===== config.mk =====
export PLATFORM = sky130hd
export DESIGN_NAME = mul_unit_top
export DESIGN_NICKNAME = d
export VERILOG_FILES = /design/src/common/mul_pkg.sv /design/src/logic/issue_ctrl.sv /design/src/logic/mul_unit_top.sv /design/src/logic/reg_file.sv /design/src/logic/writeback.sv /design/src/multiplier/booth_multiplier.sv
export SDC_FILE = /design/constraint.sdc
export NUM_CORES = 1
export LEC_CHECK = 0
export BUFFER_PORTS_ARGS = -buffer_cell sky130_fd_sc_hd__buf_2
export CORE_MARGIN = 2
export CORE_UTILIZATION = 39
export DETAILED_ROUTE_END_ITERATION = 8
export PLACE_DENSITY = 0.65
export SLEW_MARGIN = 20
export SYNTH_ARGS = -nofsm -noshare
export SYNTH_HDL_FRONTEND = slang
export SYNTH_SLANG_ARGS = --single-unit

===== constraint.sdc =====
create_clock -name clk -period 3.2 [get_ports clk]
set_input_delay 0.48 -clock clk [delete_from_list [all_inputs] [get_ports clk]]
set_output_delay 0.48 -clock clk [all_outputs]
set_load 0.01 [all_outputs]

===== src/common/mul_pkg.sv =====
// Multiply path shared types

package mul_pkg;

   // ------------------------------------------------------------------------
   // Widths with a meaning
   // ------------------------------------------------------------------------

   // Data word and multiply operand
   typedef logic [15:0] word_t;

   // Register file index
   typedef logic [2:0] reg_idx_t;

   // Register count, fixed by the 3-bit index
   localparam int NUM_REGS = 8;

   // ------------------------------------------------------------------------
   // Instruction format
   // ------------------------------------------------------------------------

   // Instruction kinds
   typedef enum logic [1:0] {
      OP_NOP = 2'd0,
      OP_LDI = 2'd1,
      OP_MUL = 2'd2
   } op_e;

   // Packed instruction, 28 bits
   // Top bit is reserved and ignored by decode
   typedef struct packed {
      logic     rsvd;
      op_e      op;
      reg_idx_t rd;
      reg_idx_t rs;
      reg_idx_t rt;
      word_t    imm;
   } instr_t;

   // ------------------------------------------------------------------------
   // Internal records
   // ------------------------------------------------------------------------

   // Multiply request with destination tag
   typedef struct packed {
      reg_idx_t rd;
      word_t    multiplicand;
      word_t    multiplier;
   } mul_req_t;

   // Writeback record
   typedef struct packed {
      reg_idx_t rd;
      word_t    data;
   } wb_t;

   // Multiplier control
   typedef enum logic {
      MUL_IDLE = 1'b0,
      MUL_RUN  = 1'b1
   } mul_state_e;

   // Issue control
   typedef enum logic {
      ISS_READY = 1'b0,
      ISS_WAIT  = 1'b1
   } iss_state_e;

endpackage


===== src/logic/issue_ctrl.sv =====
// Instruction issue and stall control
`timescale 1ns/1ps

module issue_ctrl (
   input  logic              clk,
   input  logic              rst_n,
   input  logic              instr_valid,
   input  mul_pkg::instr_t   instr,
   input  mul_pkg::word_t    rd_data_a,
   input  mul_pkg::word_t    rd_data_b,
   input  logic              mul_done,
   output logic              instr_ready,
   output mul_pkg::reg_idx_t rd_addr_a,
   output mul_pkg::reg_idx_t rd_addr_b,
   output logic              mul_start,
   output mul_pkg::mul_req_t mul_req,
   output logic              ldi_valid,
   output mul_pkg::wb_t      ldi_wb
);
   import mul_pkg::*;

   iss_state_e state;
   iss_state_e state_nxt;
   logic       accept;
   logic       accept_mul;
   logic       accept_ldi;

   // ------------------------------------------------------------------------
   // Decode
   // ------------------------------------------------------------------------

   assign instr_ready = (state == ISS_READY);
   assign accept      = instr_valid && instr_ready;
   assign accept_mul  = accept && (instr.op == OP_MUL);
   // No-ops are accepted and dropped here
   assign accept_ldi  = accept && (instr.op == OP_LDI);

   // Operand read straight from the instruction
   assign rd_addr_a = instr.rs;
   assign rd_addr_b = instr.rt;

   // Multiplier captures at the accepting edge
   assign mul_start = accept_mul;
   assign mul_req   = '{rd: instr.rd, multiplicand: rd_data_a, multiplier: rd_data_b};

   // ------------------------------------------------------------------------
   // Stall FSM
   // ------------------------------------------------------------------------

   always_comb
   begin
      state_nxt = state;
      case (state)
         ISS_READY:
         begin
            if (accept_mul)
               state_nxt = ISS_WAIT;
         end
         ISS_WAIT:
         begin
            // Result is written at the same edge
            if (mul_done)
               state_nxt = ISS_READY;
         end
         default:
         begin
            state_nxt = ISS_READY;
         end
      endcase
   end

   always_ff @(posedge clk or negedge rst_n)
   begin
      if (!rst_n)
         state <= ISS_READY;
      else
         state <= state_nxt;
   end

   // ------------------------------------------------------------------------
   // Load-immediate record
   // ------------------------------------------------------------------------

   // Pulse in the cycle after acceptance
   always_ff @(posedge clk or negedge rst_n)
   begin
      if (!rst_n)
         ldi_valid <= 1'b0;
      else
         ldi_valid <= accept_ldi;
   end

   always_ff @(posedge clk)
   begin
      if (accept_ldi)
         ldi_wb <= '{rd: instr.rd, data: instr.imm};
   end

endmodule


===== src/logic/mul_unit_top.sv =====
// Multiply path top level
`timescale 1ns/1ps

module mul_unit_top (
   input  logic            clk,
   input  logic            rst_n,
   input  logic            instr_valid,
   input  mul_pkg::instr_t instr,
   output logic            instr_ready,
   output logic            wb_valid,
   output mul_pkg::wb_t    wb
);
   import mul_pkg::*;

   // ------------------------------------------------------------------------
   // Internal nets
   // ------------------------------------------------------------------------

   // Operand read
   reg_idx_t rd_addr_a;
   reg_idx_t rd_addr_b;
   word_t    rd_data_a;
   word_t    rd_data_b;

   // Multiplier hand-off
   logic     mul_start;
   mul_req_t mul_req;
   logic     mul_done;
   wb_t      mul_result;

   // Load-immediate hand-off
   logic     ldi_valid;
   wb_t      ldi_wb;

   // Register file write
   logic     we;
   reg_idx_t wr_addr;
   word_t    wr_data;

   // ------------------------------------------------------------------------
   // Blocks
   // ------------------------------------------------------------------------

   issue_ctrl u_issue_ctrl (
      .clk         (clk),
      .rst_n       (rst_n),
      .instr_valid (instr_valid),
      .instr       (instr),
      .rd_data_a   (rd_data_a),
      .rd_data_b   (rd_data_b),
      .mul_done    (mul_done),
      .instr_ready (instr_ready),
      .rd_addr_a   (rd_addr_a),
      .rd_addr_b   (rd_addr_b),
      .mul_start   (mul_start),
      .mul_req     (mul_req),
      .ldi_valid   (ldi_valid),
      .ldi_wb      (ldi_wb)
   );

   reg_file u_reg_file (
      .clk       (clk),
      .rst_n     (rst_n),
      .rd_addr_a (rd_addr_a),
      .rd_addr_b (rd_addr_b),
      .we        (we),
      .wr_addr   (wr_addr),
      .wr_data   (wr_data),
      .rd_data_a (rd_data_a),
      .rd_data_b (rd_data_b)
   );

   booth_multiplier u_booth_multiplier (
      .clk        (clk),
      .rst_n      (rst_n),
      .mul_start  (mul_start),
      .mul_req    (mul_req),
      .mul_done   (mul_done),
      .mul_result (mul_result)
   );

   writeback u_writeback (
      .clk        (clk),
      .rst_n      (rst_n),
      .ldi_valid  (ldi_valid),
      .ldi_wb     (ldi_wb),
      .mul_done   (mul_done),
      .mul_result (mul_result),
      .we         (we),
      .wr_addr    (wr_addr),
      .wr_data    (wr_data),
      .wb_valid   (wb_valid),
      .wb         (wb)
   );

endmodule


===== src/logic/reg_file.sv =====
// Register file, two reads, one write
`timescale 1ns/1ps

module reg_file (
   input  logic              clk,
   input  logic              rst_n,
   input  mul_pkg::reg_idx_t rd_addr_a,
   input  mul_pkg::reg_idx_t rd_addr_b,
   input  logic              we,
   input  mul_pkg::reg_idx_t wr_addr,
   input  mul_pkg::word_t    wr_data,
   output mul_pkg::word_t    rd_data_a,
   output mul_pkg::word_t    rd_data_b
);
   import mul_pkg::*;

   word_t regs [NUM_REGS];

   // Single write port
   always_ff @(posedge clk or negedge rst_n)
   begin
      if (!rst_n)
      begin
         for (int i = 0; i < NUM_REGS; i++)
            regs[i] <= '0;
      end
      else if (we)
      begin
         regs[wr_addr] <= wr_data;
      end
   end

   // Write-through reads
   // A load-immediate writes at the edge where the next instruction
   // captures its operands, so the pending write is passed through
   always_comb
   begin
      if (we && (wr_addr == rd_addr_a))
         rd_data_a = wr_data;
      else
         rd_data_a = regs[rd_addr_a];
      if (we && (wr_addr == rd_addr_b))
         rd_data_b = wr_data;
      else
         rd_data_b = regs[rd_addr_b];
   end

endmodule


===== src/logic/writeback.sv =====
// Result writeback and report
`timescale 1ns/1ps

module writeback (
   input  logic              clk,
   input  logic              rst_n,
   input  logic              ldi_valid,
   input  mul_pkg::wb_t      ldi_wb,
   input  logic              mul_done,
   input  mul_pkg::wb_t      mul_result,
   output logic              we,
   output mul_pkg::reg_idx_t wr_addr,
   output mul_pkg::word_t    wr_data,
   output logic              wb_valid,
   output mul_pkg::wb_t      wb
);
   import mul_pkg::*;

   wb_t wb_sel;

   // ------------------------------------------------------------------------
   // Source select
   // ------------------------------------------------------------------------

   // Issue stall keeps the two sources apart
   always_comb
   begin
      if (ldi_valid)
         wb_sel = ldi_wb;
      else
         wb_sel = mul_result;
   end

   // Register file write lands on the next edge
   assign we      = ldi_valid || mul_done;
   assign wr_addr = wb_sel.rd;
   assign wr_data = wb_sel.data;

   // ------------------------------------------------------------------------
   // Reported result
   // ------------------------------------------------------------------------

   // Same edge as the register file write
   always_ff @(posedge clk or negedge rst_n)
   begin
      if (!rst_n)
         wb_valid <= 1'b0;
      else
         wb_valid <= we;
   end

   // Record holds between writebacks
   always_ff @(posedge clk)
   begin
      if (we)
         wb <= wb_sel;
   end

endmodule


===== src/multiplier/booth_multiplier.sv =====
// Radix-4 Booth multiplier
`timescale 1ns/1ps

module booth_multiplier (
   input  logic              clk,
   input  logic              rst_n,
   input  logic              mul_start,
   input  mul_pkg::mul_req_t mul_req,
   output logic              mul_done,
   output mul_pkg::wb_t      mul_result
);
   import mul_pkg::*;

   mul_state_e  state;
   mul_state_e  state_nxt;
   logic [3:0]  step_cnt;
   logic        cnt_clr;
   logic        cnt_en;
   logic        load;
   logic        step_en;
   // {upper half, multiplier bits, guard bit}
   logic [32:0] product;
   word_t       mcand;
   word_t       mcand_x2;
   word_t       upper_sum;
   reg_idx_t    rd_tag;

   // ------------------------------------------------------------------------
   // Control FSM
   // ------------------------------------------------------------------------

   // Counter top bit marks the end of the eighth step
   assign mul_done = step_cnt[3];

   always_comb
   begin
      state_nxt = state;
      cnt_clr   = 1'b0;
      cnt_en    = 1'b0;
      case (state)
         MUL_IDLE:
         begin
            if (mul_start)
            begin
               state_nxt = MUL_RUN;
               cnt_clr   = 1'b1;
            end
         end
         MUL_RUN:
         begin
            // Done cycle clears the counter on the way out
            if (mul_done)
            begin
               state_nxt = MUL_IDLE;
               cnt_clr   = 1'b1;
            end
            else
            begin
               cnt_en = 1'b1;
            end
         end
         default:
         begin
            state_nxt = MUL_IDLE;
         end
      endcase
   end

   always_ff @(posedge clk or negedge rst_n)
   begin
      if (!rst_n)
         state <= MUL_IDLE;
      else
         state <= state_nxt;
   end

   // Step counter
   always_ff @(posedge clk or negedge rst_n)
   begin
      if (!rst_n)
         step_cnt <= 4'h0;
      else if (cnt_clr)
         step_cnt <= 4'h0;
      else if (cnt_en)
         step_cnt <= step_cnt + 4'h1;
   end

   // ------------------------------------------------------------------------
   // Booth datapath
   // ------------------------------------------------------------------------

   assign load    = (state == MUL_IDLE) && mul_start;
   assign step_en = (state == MUL_RUN) && !mul_done;

   // Recode the low three product bits into one of five actions
   always_comb
   begin
      case (product[2:0])
         3'b001,
         3'b010:  upper_sum = product[32:17] + mcand;
         3'b011:  upper_sum = product[32:17] + mcand_x2;
         3'b100:  upper_sum = product[32:17] - mcand_x2;
         3'b101,
         3'b110:  upper_sum = product[32:17] - mcand;
         // 000 and 111 add zero
         default: upper_sum = product[32:17];
      endcase
   end

   // Operand capture, then add and arithmetic shift by two
   always_ff @(posedge clk)
   begin
      if (load)
      begin
         product  <= {16'h0000, mul_req.multiplier, 1'b0};
         mcand    <= mul_req.multiplicand;
         mcand_x2 <= {mul_req.multiplicand[14:0], 1'b0};
         rd_tag   <= mul_req.rd;
      end
      else if (step_en)
      begin
         product <= {upper_sum[15], upper_sum[15], upper_sum, product[16:2]};
      end
   end

   // Low half of the signed product, skipping the guard bit
   assign mul_result = '{rd: rd_tag, data: product[16:1]};

endmodule


# Yosys cells after proc, flatten, opt, wreduce, memory -nomap -nowiden
# Index checks and enable logic that the tools add are counted.
# totals
register_bits	239
inputBits	31
out_inout_bits	21
# op_classes
bitwise_logic	5
n_eq_ne	10
add_sub_neg	5
reduce_logical	14
order_cmp	4
n_mux	24
# ops
op	count
$bwmux 128	1
$mux 16	7
$bmux 16 s3	2
$pmux 16 s4	1
$demux 16 s3	1
$mux 17	2
$add 16x16->16	2
$sub 16x16->16	2
$mux 19	1
$ge 4x4->1 const B	3
$not 3->4	3
$eq 3x3->1 const B	3
$logic_and 1x1->1	8
$mux 4	2
$eq 3x2->1 const B	2
$eq 3x3->1	2
$pmux 1 s2	3
$add 4x1->4 const B	1
$lt 4x1->1 const B	1
$mux 1	4
$reduce_bool 2->1	2
$reduce_or 2->1	2
$eq 3x1->1 const B	1
$eq 2x1->1 const B	1
other kinds (4)	5

# Logic depth before layout (Yosys ltp)
# Gate-level depths: netlist of run 1.
# logic_depth
word_depth	7
ltp_mapped	15

# By module
# From an unflattened synthesis of run 1, not the netlist that was laid out.
# hier_totals
hier_cells	1016
area_unflattened_um2	13554.2
# by_module_without_submodules
mod	instances	cells_each	seq_area_each_um2	area_each_um2
reg_file	1	452	3203.1	7508.5
booth_multiplier	1	456	1476.4	4171.5
issue_ctrl	1	66	620.6	964.7
writeback	1	42	595.6	909.6

# Least setup slack after synthesis of run 1
# OpenSTA, ideal clock, no wires.
# synth_timing
path_type	in2reg
startpoint	in instr[25] (netlist name)
endpoint	reg u_issue_ctrl.ldi_wb[0] (netlist name)
setup_slack_ns	0.070
t_required_ns	2.746
cell_stages	2
arrival_ns	2.676
setup_time_ns	0.454
cell_sequence	inv_1 nor4b_1
# synth_via
elab_chain_len	2
# synth_rtl
element	line_no	text
start: declaration	mul_unit_top.sv:8	input mul_pkg::instr_t instr,
$eq 2x1->1	issue_ctrl.sv:36	assign accept_ldi = accept && (instr.op == OP_LDI);
$logic_and 1x1->1	issue_ctrl.sv:36	
net u_issue_ctrl.accept_ldi	issue_ctrl.sv:26	logic accept_ldi;
# The timed path passes the listed nets, and every way through them passes these cells.
# A chain may end at the register's enable or synchronous reset.

# Final worst setup path of run 1
# layout_timing
startpoint	reg u_booth_multiplier.mcand[3]
endpoint	reg u_booth_multiplier.product[29]
# layout_via
elab_chain_len	2
# layout_rtl
element	line_no	text
start: declaration	booth_multiplier.sv:23	word_t mcand;
start signal: assignment	booth_multiplier.sv:116	mcand <= mul_req.multiplicand;
$sub 16x16->16 / $add 16x16->16 (equally long branches)	booth_multiplier.sv:104, booth_multiplier.sv:100	
$pmux 16 s4 *	booth_multiplier.sv:98	case (product[2:0])
end signal: assignment	booth_multiplier.sv:115	product <= {16'h0000, mul_req.multiplier, 1'b0};
end signal: assignment	booth_multiplier.sv:122	product <= {upper_sum[15], upper_sum[15], upper_sum, product[16:2]};
end: declaration	booth_multiplier.sv:22	logic [32:0] product;
# Every way passes the cells marked *; elsewhere a longest branch is shown, timed or not.

==> qor.yml, run 1 <==
run_status:
  run_status: "finished with violations"
  violations: "hold timing"
timing:
  rsz0062_at_grt: "true"
  finalCritPeriodShare_pct: 99.4
  hold_viol: 22
  slew_headroom_pct: 42.1
  fin_crit_ns: 3.18
  worst_slew_pin_slew_ns: 0.845
  finalSetupViolCount: 0
  fin_setup_tns_ns: 0
  timing.hold.ws_ns: -0.00977
  slew_violations: 0
  max_freq_mhz: 314
  finalClockSkew_ns: 0.0121
worst_setup_path:
  path_depth: 15
  path_cells: "or4_4 -> nor4_4 -> buf_6 -> nand3b_4 -> or3_4 -> nand2_2 -> xor2_1 -> ha_1 -> buf_6 -> a21oi_2 -> o21ai_1 -> o21bai_4 -> xor2_1 -> nand2_1 -> a21oi_2"
  crit_fanout: 6
  critical-path-top-delay-family: "simple AND/OR/NAND/NOR gates"
  cp_data_arrival_time_ns: 3.63
  r2r_start: "u_booth_multiplier.mcand[3]"
  max_stage_delay_ns: 0.58
  r2r_end: "u_booth_multiplier.product[29]"
  cp_slowest_cell: "or4_4"
  critical_path_class: "reg2reg"
  endpoint_kind: "register"
  regToRegSetupSlack_ns: 0.02
  startpoint_type: "register"
  cp_num_buf_inv: 2
  reg2regPathDepth: 15
  required_ns: 3.65
routing:
  drt_first_pass_iters: 5
  wl_per_cell_um: 19.0
  antenna_left: 0
  dr.first_iter.drc_count: 622
  drc_errors: 0
  vias_per_cell: 5.56
  wl_um: 30900
  vias: 9051
die:
  chipWidth_um: 181
  die-area_sq_um: 32900
  initial_core_util_pct: 39.8
  io_pins: 52
  die_h_um: 181
  num_rows: 64
  coreArea_sq_um: 30800
synthesis:
  yosysSeqAreaShare_pct: 48.0
  yosys.area.top_type_share_pct: 27.7
  synthDistinctLibCells: 67
  synth.most_common_cell: "a21oi_1"
  synth_ff_type: "dfrtp_1"
  synth_seq_cells: 224
  synth_area_leaders: "dfrtp_1, edfxtp_1, mux4_2"
  yosysTopAreaCell: "dfrtp_1"
  synth_edf_count: 73
  postSynthCellCount: 1121
  syn-cell-area_sq_um: 12300
  syn-num-nets: 1185
  avgSynthCellArea_sq_um: 11.0
  yosys_warnings: 0
  ys_async_sr_fraction_pct: 60.7
  ys_top_cells_by_count: "a21oi_1, nor2_1, dfrtp_1, edfxtp_1, nand2_1"
cts:
  tritoncts: "built"
  cts_root_buf: "clkbuf_16"
  clk_latency_ns: 0.52
  cts.sinks: 224
  cts_buffer_depth: 3
  htree_levels: 1
  clkSlewWorstSetupHoldPaths_ns: 0.06
  numCtsBuffers: 24
finish:
  num_antenna_cells: 0
  area_growth_pct: 17.6
  drive_gt1_share_pct: 24.0
  nets: 1278
  fin_cells: 1627
grt:
  grt_usage_pct: 18.7
  grt_pass1_vias: 9012
  met2_usage_pct: 33.1
  grt_use_met1_pct: 24.5
  grt_first_pass_wirelength_um: 48900
  overflow: 0
  antenna_found_initial: 0
  grt.busiest_layer: "met2"
  grt_max_degree: 73
  use_met3_pct: 2.39
worst_hold_path:
  hold_path.class: "in2async"
place:
  routabilityCongestion: 0.943
  portBuffers: 50
  hpwlAfterDp_um: 21000
  placed_cells: 1574
flow_run:
  drv_cap: 0
power_and_ir_drop:
  p_leak_nw: 5.93
  total_power_mw: 15.9
  vdd_ir_drop_max_v: 0.000437
  power_density_nw_per_um2: 1100
-- repair_timing --
action                     4_1_cts  5_1_grt
setup buffers                    0       10
gates resized for setup          2       37
setup endpoints to repair        2        9
pin swaps                        0       22
hold endpoints to repair         0        0
hold buffers                     0        0
-- how the worst max path moves through the flow --
stage	from	end	slack, ns
floorplan	instr[25]	u_issue_ctrl.ldi_wb[0]	0.07
global placement	u_booth_multiplier.mcand[0]	u_booth_multiplier.product[28]	0.05
detailed placement	u_booth_multiplier.mcand[0]	u_booth_multiplier.product[30]	0.02
CTS	u_booth_multiplier.product[1]	u_booth_multiplier.product[30]	0.01
global route	u_booth_multiplier.mcand[3]	u_booth_multiplier.product[30]	-0.16
finish	u_booth_multiplier.mcand[3]	u_booth_multiplier.product[29]	0.02
-- power by group --
part	internal [mW]	leakage (nW)	total, mW	switching (mW)
clock network	1.74	0.402	2.90	1.16
logic	3.74	3.04	7.91	4.17
registers	4.20	2.49	5.08	0.873
-- layout by cell type (no fill, tap or decap), drive strengths merged, types with 6 or more instances in the layout --
cell type,netlist,final
a21o,6,6
a21oi,166,166
a221oi,7,7
a22o,15,15
a31oi,7,7
buf,17,137
clkbuf,53,32
dfrtp,136,136
dfxtp,15,15
edfxtp,73,73
ha,31,31
inv,29,31
mux2i,66,66
mux4,64,64
nand2,70,70
nor2,163,163
nor2b,6,6
nor3,14,14
o21ai,51,51
xnor2,38,38
xor2,22,22
-- per-stage QoR --
stage	util [%]	setup slack [ns]	hold WS [ns]	area, sq um
floorplan	-	0.0696	0.184	12300
global placement	43.5	0.0466	0.476	13400
detailed placement	43.5	0.0155	0.483	13400
CTS	46.2	0.0138	0.0124	14200
global route	46.9	-0.165	0.0340	14500
finish	46.9	0.0188	-0.00977	14500
-- kinds of logic (layout without fill, tap and decap cells) --
logic type	count (synthesis)	after routing	synth area share [%]
AO/OA/AOI/OAI	282	282	13.2
XOR/XNOR	60	60	4.28
adder cells (fa/ha/maj)	33	33	3.48
buffers and inverters	100	210	3.33
flip-flops	224	224	48.0
multiplexers	132	132	17.4
AND/OR/NAND/NOR	290	290	10.3
-- final cells by class --
| class | count | area (sq um) |
|---|---|---|
| Tap cell | 396 | 495 |
| Multi-Input combinational cell | 797 | 6150 |
| Inverter | 30 | 113 |
| Clock inverter | 11 | 143 |
| Clock buffer | 32 | 682 |
| Sequential cell | 224 | 5900 |
| Fill cell | 2807 | 16400 |
| Timing Repair Buffer | 137 | 971 |
-- per-layer routing --
metal | vias up | share of wire, %
met2 | 215 | 51
met5 | - | 0
li1 | 4275 | -
met4 | 0 | 2.0
met3 | 44 | 4.7
met1 | 4517 | 42
-- sequential cells by signal (all words and copies together), names as in the netlist --
name and cells:
u_booth_multiplier.mcand 16, u_booth_multiplier.product 31, u_booth_multiplier.step_cnt 4, u_writeback.wb 19, u_booth_multiplier.rd_tag 3, u_issue_ctrl.ldi_valid 1
u_booth_multiplier.state 1, u_reg_file.regs 128, u_writeback.wb_valid 1, u_issue_ctrl.ldi_wb 19, u_issue_ctrl.state 1
Note: power is estimated with default switching activity, not from simulation.
==> run 2: changes to the inputs <==
SETUP_SLACK_MARGIN = 0.05   (was unset)
==> run 2 against run 1 <==
  * Critical endpoint is now u_booth_multiplier.product[30]
  * Largest cell class unchanged
  * Wire length grew 0.11%
  * The flow still finishes with violations (hold timing)
  * Sequential power is essentially flat
  * Total power grew 0.36%
  * Fmax grew 1.3%
  * Register-to-register slack gained 0.04 ns
  * Clock skew shrank 0.0016 ns
==> qor.yml, run 2 (synthesis gave the netlist of run 1 again) <==
run_status:
  run_status: "finished with violations"
  violations: "hold timing"
place:
  hpwlAfterDp_um: 21000  # unchanged
  placedInstanceArea_sq_um: 13400  # unchanged
  routabilityCongestion: 0.943  # unchanged
  portBuffers: 50  # unchanged
die:
  chipWidth_um: 181  # unchanged
  coreArea_sq_um: 30800  # unchanged
  die_h_um: 181  # unchanged
  num_rows: 64  # unchanged
  die-area_sq_um: 32900  # unchanged
  initial_core_util_pct: 39.8  # unchanged
  io_pins: 52  # unchanged
timing:
  fin_crit_ns: 3.14  # -0.0411 ns
  finalSetupViolCount: 0  # unchanged
  timing.hold.ws_ns: -0.0103  # -0.000532 ns
  slew_headroom_pct: 41.9  # -0.20 points
  fin_setup_tns_ns: 0  # unchanged
  slew_violations: 0  # unchanged
  max_freq_mhz: 318  # +1.3%
  rsz0062_at_grt: "true"
  worst_slew_pin_slew_ns: 0.848  # +0.00293 ns
  finalClockSkew_ns: 0.0105  # -0.00162 ns
  hold_viol: 20  # -9.1%
  finalCritPeriodShare_pct: 98.1  # -1.3 points
worst_setup_path:
  r2r_start: "u_booth_multiplier.mcand[3]"
  reg2regPathDepth: 13  # -2
  r2r_end: "u_booth_multiplier.product[30]"
  cp_data_arrival_time_ns: 3.57  # -0.06 ns
  startpoint_type: "register"
  crit_fanout: 5  # -1
  max_stage_delay_ns: 0.58  # about the same
  critical_path_class: "reg2reg"
  regToRegSetupSlack_ns: 0.06  # +0.04 ns
  cp_slowest_cell: "or4_4"
  required_ns: 3.63  # -0.02 ns
  path_cells: "or4_4 -> nor4_4 -> buf_4 -> nand3b_4 -> or3_4 -> nand2_2 -> xor2_1 -> ha_1 -> a21oi_1 -> nor2b_1 -> a211oi_2 -> xnor2_1 -> a221oi_2"
  endpoint_kind: "register"
power_and_ir_drop:
  p_leak_nw: 5.94  # +0.17%
  power_density_nw_per_um2: 1100  # +0.29%
  power_frac_seq_pct: 31.9  # about the same
  vdd_ir_drop_max_v: 0.000437  # about the same
  comb_power_share_pct: 49.9  # about the same
  p_switching_mw: 6.22  # +0.42%
  p_int_mw: 9.72  # +0.33%
  swShare_pct: 39.0  # about the same
  clockPowerShare_pct: 18.2  # about the same
finish:
  top_register: "u_reg_file.regs"
  drive_gt1_share_pct: 23.9  # -0.039 points
  top_regs: "u_reg_file.regs x128, u_booth_multiplier.product x31"
  n_fill_cell: 2791  # -0.57%
  final_cell_mix: "a21oi_1, nor2_1, dfrtp_1"
  nets: 1280  # +0.16%
  largest_reg_flops: 128  # unchanged
  fin_area_sq_um: 14500  # about the same
  final_common_cell: "a21oi_1"
  area_growth_pct: 17.7  # about the same
  num_antenna_cells: 0  # unchanged
grt:
  overflow: 0  # unchanged
  antenna_found_initial: 0  # unchanged
  grt_usage_pct: 18.8  # +0.066 points
  grt_first_pass_wirelength_um: 49200  # +0.49%
  grt_pass1_vias: 9055  # +0.48%
  grt_max_degree: 73  # unchanged
routing:
  routed.top_layer: "met4"
  wl_met2_um: 15700  # -0.31%
  vias_per_cell: 5.59  # +0.40%
  drc_errors: 0  # unchanged
  dr.first_iter.drc_count: 666  # +7.1%
  vias: 9098  # +0.52%
  dr_wl_met3_um: 1710  # +19%
  wl_um: 30900  # +0.11%
  wl_met1_um: 12900  # -1.6%
  wl_per_cell_um: 19.0  # about the same
  antenna_left: 0  # unchanged
  drt_first_pass_iters: 5  # unchanged
cts:
  htree_levels: 1  # unchanged
  tritoncts: "built"
  cts_buffer_depth: 3  # unchanged
  cts_root_buf: "clkbuf_16"
  cts.sinks: 224  # unchanged
  numCtsBuffers: 24  # unchanged
  clkSlewWorstSetupHoldPaths_ns: 0.06  # about the same
  clk_latency_ns: 0.52  # about the same
flow_run:
  drv_cap: 0  # unchanged
worst_hold_path:
  hold_path.class: "in2async"
[run 2: changes by cell type in the layout (fill, tap and decap cells not counted), moves of 2 or more]
cell	previous run	this run
o21ai_1	18	20
nor2_2	10	8
buf_6	4	2
nor2_1	153	155
buf_4	80	84
[run 2: how the worst max path moves through the flow]
stage	slack, ns	start	end	cells past startpoint
6_report	0.06	u_booth_multiplier.mcand[3]	u_booth_multiplier.product[30]	13
5_1_grt	-0.12	u_booth_multiplier.mcand[0]	u_booth_multiplier.product[30]	15
4_1_cts	0.03	u_booth_multiplier.mcand[0]	u_booth_multiplier.product[30]	15
3_5_place_dp	0.02	u_booth_multiplier.mcand[0]	u_booth_multiplier.product[30]	15
3_3_place_gp	0.05	u_booth_multiplier.mcand[0]	u_booth_multiplier.product[28]	15
2_1_floorplan	0.07	instr[25]	u_issue_ctrl.ldi_wb[0]	2
[run 2: critical path: cells and delay by family, from the launching register on]
| kind | cells | cell delay [ns] |
|---|---|---|
| compound gates | 3 | 0.61 |
| simple gates | 6 | 1.30 |
| xor+xnor | 2 | 0.29 |
| flops | 1 | 0.39 |
| fa+ha+maj | 1 | 0.30 |
| buf+inv | 1 | 0.18 |
[run 2: layout make-up]
type	instances	area, sq um	area share [%]
sequential	224	5900	40.8
timing repair buffer	139	978	6.77
clock inverter	11	143	0.986
clock buffer	32	682	4.72
multi-input combinational	797	6150	42.6
tap	396	495	3.43
inverter	30	113	0.779
[run 2: metal layers]
| metal | track usage [%] | vias to the layer above |
|---|---|---|
| li1 | - | 4279 |
| met1 | 24.6 | 4516 |
| met2 | 33.2 | 253 |
| met3 | 2.37 | 50 |
| met4 | 4.52 | 0 |
| met5 | 0 | - |
[run 2: repair_timing]
| item | in CTS | in global routing |
|---|---|---|
| setup buffers | 2 | 10 |
| hold buffers | 0 | 0 |
| setup endpoints to repair | 4 | 9 |
| resized for setup | 5 | 31 |
| pin swaps | 0 | 21 |
[run 2: stage by stage]
step                      setup slack [ns]  util, %  cells  total power [mW]
after detailed placement            0.0155     43.5   1574              12.5
final                               0.0600     46.9   1629              15.9
after floorplan                     0.0696        -   1121              10.2
after global placement              0.0466     43.5   1574              12.3
after global routing                -0.119     46.9   1629              17.1
after CTS                           0.0257     46.2   1619              15.5
[run 2: power by group through the flow]
stage / clock network, mW / registers [mW] / logic (mW)
6_report: 2.90 / 5.08 / 7.96
5_1_grt: 3.07 / 5.22 / 8.81
4_1_cts: 2.95 / 5.06 / 7.52
3_5_place_dp: 0 / 5.09 / 7.43
3_3_place_gp: 0 / 5.02 / 7.26
2_1_floorplan: 0 / 4.80 / 5.42
==> run 3: changes to the inputs <==
CORE_UTILIZATION = 45   (was 39)
PLACE_DENSITY = 0.72   (was 0.65)
==> run 3 against run 2 <==
  * The flow finishes with violations (hold timing, setup timing)
  * Largest power group unchanged
  * Total power grew 0.92%
  * Hold slack lost 0.0023 ns
  * Critical path type unchanged
  * Utilization grew 6.9 points
  * Non-clock buffer count shrank 1
  * Cell count shrank 3.3%
  * Cell area is essentially flat
  * Sequential share of layout area is essentially flat
  * Clock skew grew 0.0088 ns
==> qor.yml, run 3 (synthesis gave the netlist of run 1 again) <==
worst_setup_path:
  cp_data_arrival_time_ns: 3.69  # +0.12 ns
  reg2regPathDepth: 14  # +1
  crit_fanout: 3  # -2
  endpoint_kind: "register"
  required_ns: 3.63  # about the same
  max_stage_delay_ns: 0.58  # about the same
  startpoint_type: "register"
  critical_path_class: "reg2reg"
  cp_slowest_cell: "or4_4"
  path_cells: "or4_4 -> nor4_4 -> buf_4 -> nand3b_2 -> buf_4 -> nand2_2 -> xor2_2 -> ha_1 -> a21o_1 -> a21o_1 -> a21oi_1 -> o21ai_1 -> xnor2_1 -> a221oi_1"
die:
  coreArea_sq_um: 26900  # -13%
  die_h_um: 169  # -6.8%
  io_pins: 52  # unchanged
  die-area_sq_um: 28600  # -13%
  num_rows: 60  # -6.3%
  initial_core_util_pct: 45.7  # +5.9 points
  chipWidth_um: 169  # -6.8%
finish:
  top_register: "u_reg_file.regs"
  finish.utilization_pct: 53.8  # +6.9 points
  area_growth_pct: 17.6  # about the same
  largest_reg_flops: 128  # unchanged
  top_regs: "u_reg_file.regs x128, u_booth_multiplier.product x31"
  num_antenna_cells: 0  # unchanged
  final_cell_mix: "nor2_1, a21oi_1, dfrtp_1"
  nets: 1280  # unchanged
  n_fill_cell: 2275  # -18%
  final_common_cell: "nor2_1"
  drive_gt1_share_pct: 24.4  # +0.45 points
cts:
  htree_levels: 1  # unchanged
  cts_buffer_depth: 3  # unchanged
  cts.sinks: 224  # unchanged
  clkSlewWorstSetupHoldPaths_ns: 0.06  # about the same
  clk_latency_ns: 0.53  # about the same
  tritoncts: "built"
  cts_root_buf: "clkbuf_16"
  cts_hold_buf: 0  # unchanged
  numCtsBuffers: 25  # +4.2%
timing:
  finalSetupViolCount: 2  # +2
  rsz0062_at_grt: "true"
  fin_crit_ns: 3.26  # +0.123 ns
  hold_viol: 10  # -50%
  fin_setup_tns_ns: -0.0734  # -0.0734 ns
  slew_violations: 0  # unchanged
  timing.hold.ws_ns: -0.0126  # -0.00231 ns
  slew_headroom_pct: 34.4  # -7.5 points
  worst_slew_pin_slew_ns: 0.957  # +0.109 ns
  finalClockSkew_ns: 0.0193  # +0.00877 ns
  finalCritPeriodShare_pct: 102  # +3.8 points
  max_freq_mhz: 306  # -3.8%
  layout_setup_ws_ns: -0.0631  # -0.123 ns
routing:
  drt_first_pass_iters: 5  # unchanged
  wl_um: 30500  # -1.3%
  drc_errors: 0  # unchanged
  dr.first_iter.drc_count: 773  # +16%
  vias_per_cell: 5.79  # +3.7%
  vias: 9130  # +0.35%
  wl_per_cell_um: 19.3  # +2.0%
  antenna_left: 0  # unchanged
power_and_ir_drop:
  swShare_pct: 39.0  # about the same
  power_frac_seq_pct: 31.6  # -0.3 points
  clockPowerShare_pct: 18.3  # about the same
  p_int_mw: 9.82  # +0.98%
  power_density_nw_per_um2: 1110  # +0.99%
  vdd_ir_drop_max_v: 0.000371  # -15%
  p_leak_nw: 5.91  # -0.41%
  comb_power_share_pct: 50.1  # +0.2 points
  p_switching_mw: 6.27  # +0.82%
run_status:
  violations: "hold timing, setup timing"
  run_status: "finished with violations"
flow_run:
  drv_cap: 0  # unchanged
grt:
  overflow: 0  # unchanged
  grt_max_degree: 74  # +1.4%
  grt.busiest_layer: "met2"
  grt_first_pass_wirelength_um: 48100  # -2.1%
  grt_usage_pct: 21.3  # +2.5 points
  met2_usage_pct: 37.2  # +4.0 points
  antenna_found_initial: 0  # unchanged
  use_met3_pct: 2.61  # +0.25 points
  grt_pass1_vias: 9206  # +1.7%
  grt_use_met1_pct: 27.3  # +2.7 points
place:
  routabilityCongestion: 0.868  # -8.0%
  hpwlAfterDp_um: 21200  # +1.1%
  portBuffers: 50  # unchanged
worst_hold_path:
  hold_path.class: "in2async"
## run 3: cell types whose count changed in the layout (fill, tap and decap cells not counted), moves of 3 or more
cell	before	now
a21oi_1	159	154
a21oi_2	7	11
buf_4	84	80
clkbuf_1	4	7
clkinv_1	1	4
nand2_1	66	63
nand2_2	4	7
## run 3: routing by layer
layer / part of all wire [%] / wire length [um]
met5: 0 / 0
met4: 3.3 / 1020
met3: 5.2 / 1570
met2: 51 / 15400
met1: 41 / 12500
## run 3: path summary, 6_finish.rpt
check,endpoint,start,slack (ns)
max in group asynchronous,u_reg_file.regs[66],rst_n,2.41
worst min-delay path,u_reg_file.regs[105],rst_n,-0.01
worst max register to register,u_booth_multiplier.product[30],u_booth_multiplier.mcand[1],-0.06
worst max-delay path,u_booth_multiplier.product[30],u_booth_multiplier.mcand[1],-0.06
worst min register to register,u_booth_multiplier.product[17],u_booth_multiplier.product[17],0.49
min in group clk,u_issue_ctrl.ldi_wb[15],instr[15],0.12
## run 3: area by class of cell
cell class	instances	area [sq um]	share of cell area (%)
multi-input cells	797	6180	42.7
flip-flops and latches	224	5900	40.8
repair buffers	138	1000	6.92
clock buffers	33	666	4.61
well taps	341	427	2.95
clock inverters	13	174	1.20
inverters	30	113	0.779
## run 3: critical path, delay by kind of cell (launching register included)
kind,cells,cell delay (ns)
adder cells (fa/ha/maj),1,0.27
XOR/XNOR,2,0.32
buffers and inverters,2,0.34
AND/OR/NAND/NOR,4,0.98
AO/OA/AOI/OAI,5,0.85
flip-flops,1,0.41
## run 3: metrics by stage
stage / std cells / area [sq um] / setup WS, ns / power [mW]
floorplan: 1121 / 12300 / 0.0696 / 10.2
CTS: 1568 / 14200 / 0.0232 / 15.7
finish: 1576 / 14500 / -0.0631 / 16.1
detailed placement: 1520 / 13400 / -0.00583 / 12.6
global placement: 1520 / 13400 / -0.0126 / 12.3
global route: 1576 / 14500 / -0.166 / 17.2
## run 3: what timing repair did
item,4_1_cts,5_1_grt
pin swaps,0,29
gates resized for setup,5,41
buffers inserted,2,8
setup endpoints to repair,5,9
## run 3: power by group through the flow
stage	combinational (mW)	sequential, mW	clock (mW)
after floorplan	5.42	4.80	0
after global placement	7.30	5.00	0
after detailed placement	7.52	5.08	0
after CTS	7.62	5.05	2.99
after global routing	8.87	5.20	3.10
final	8.07	5.08	2.94
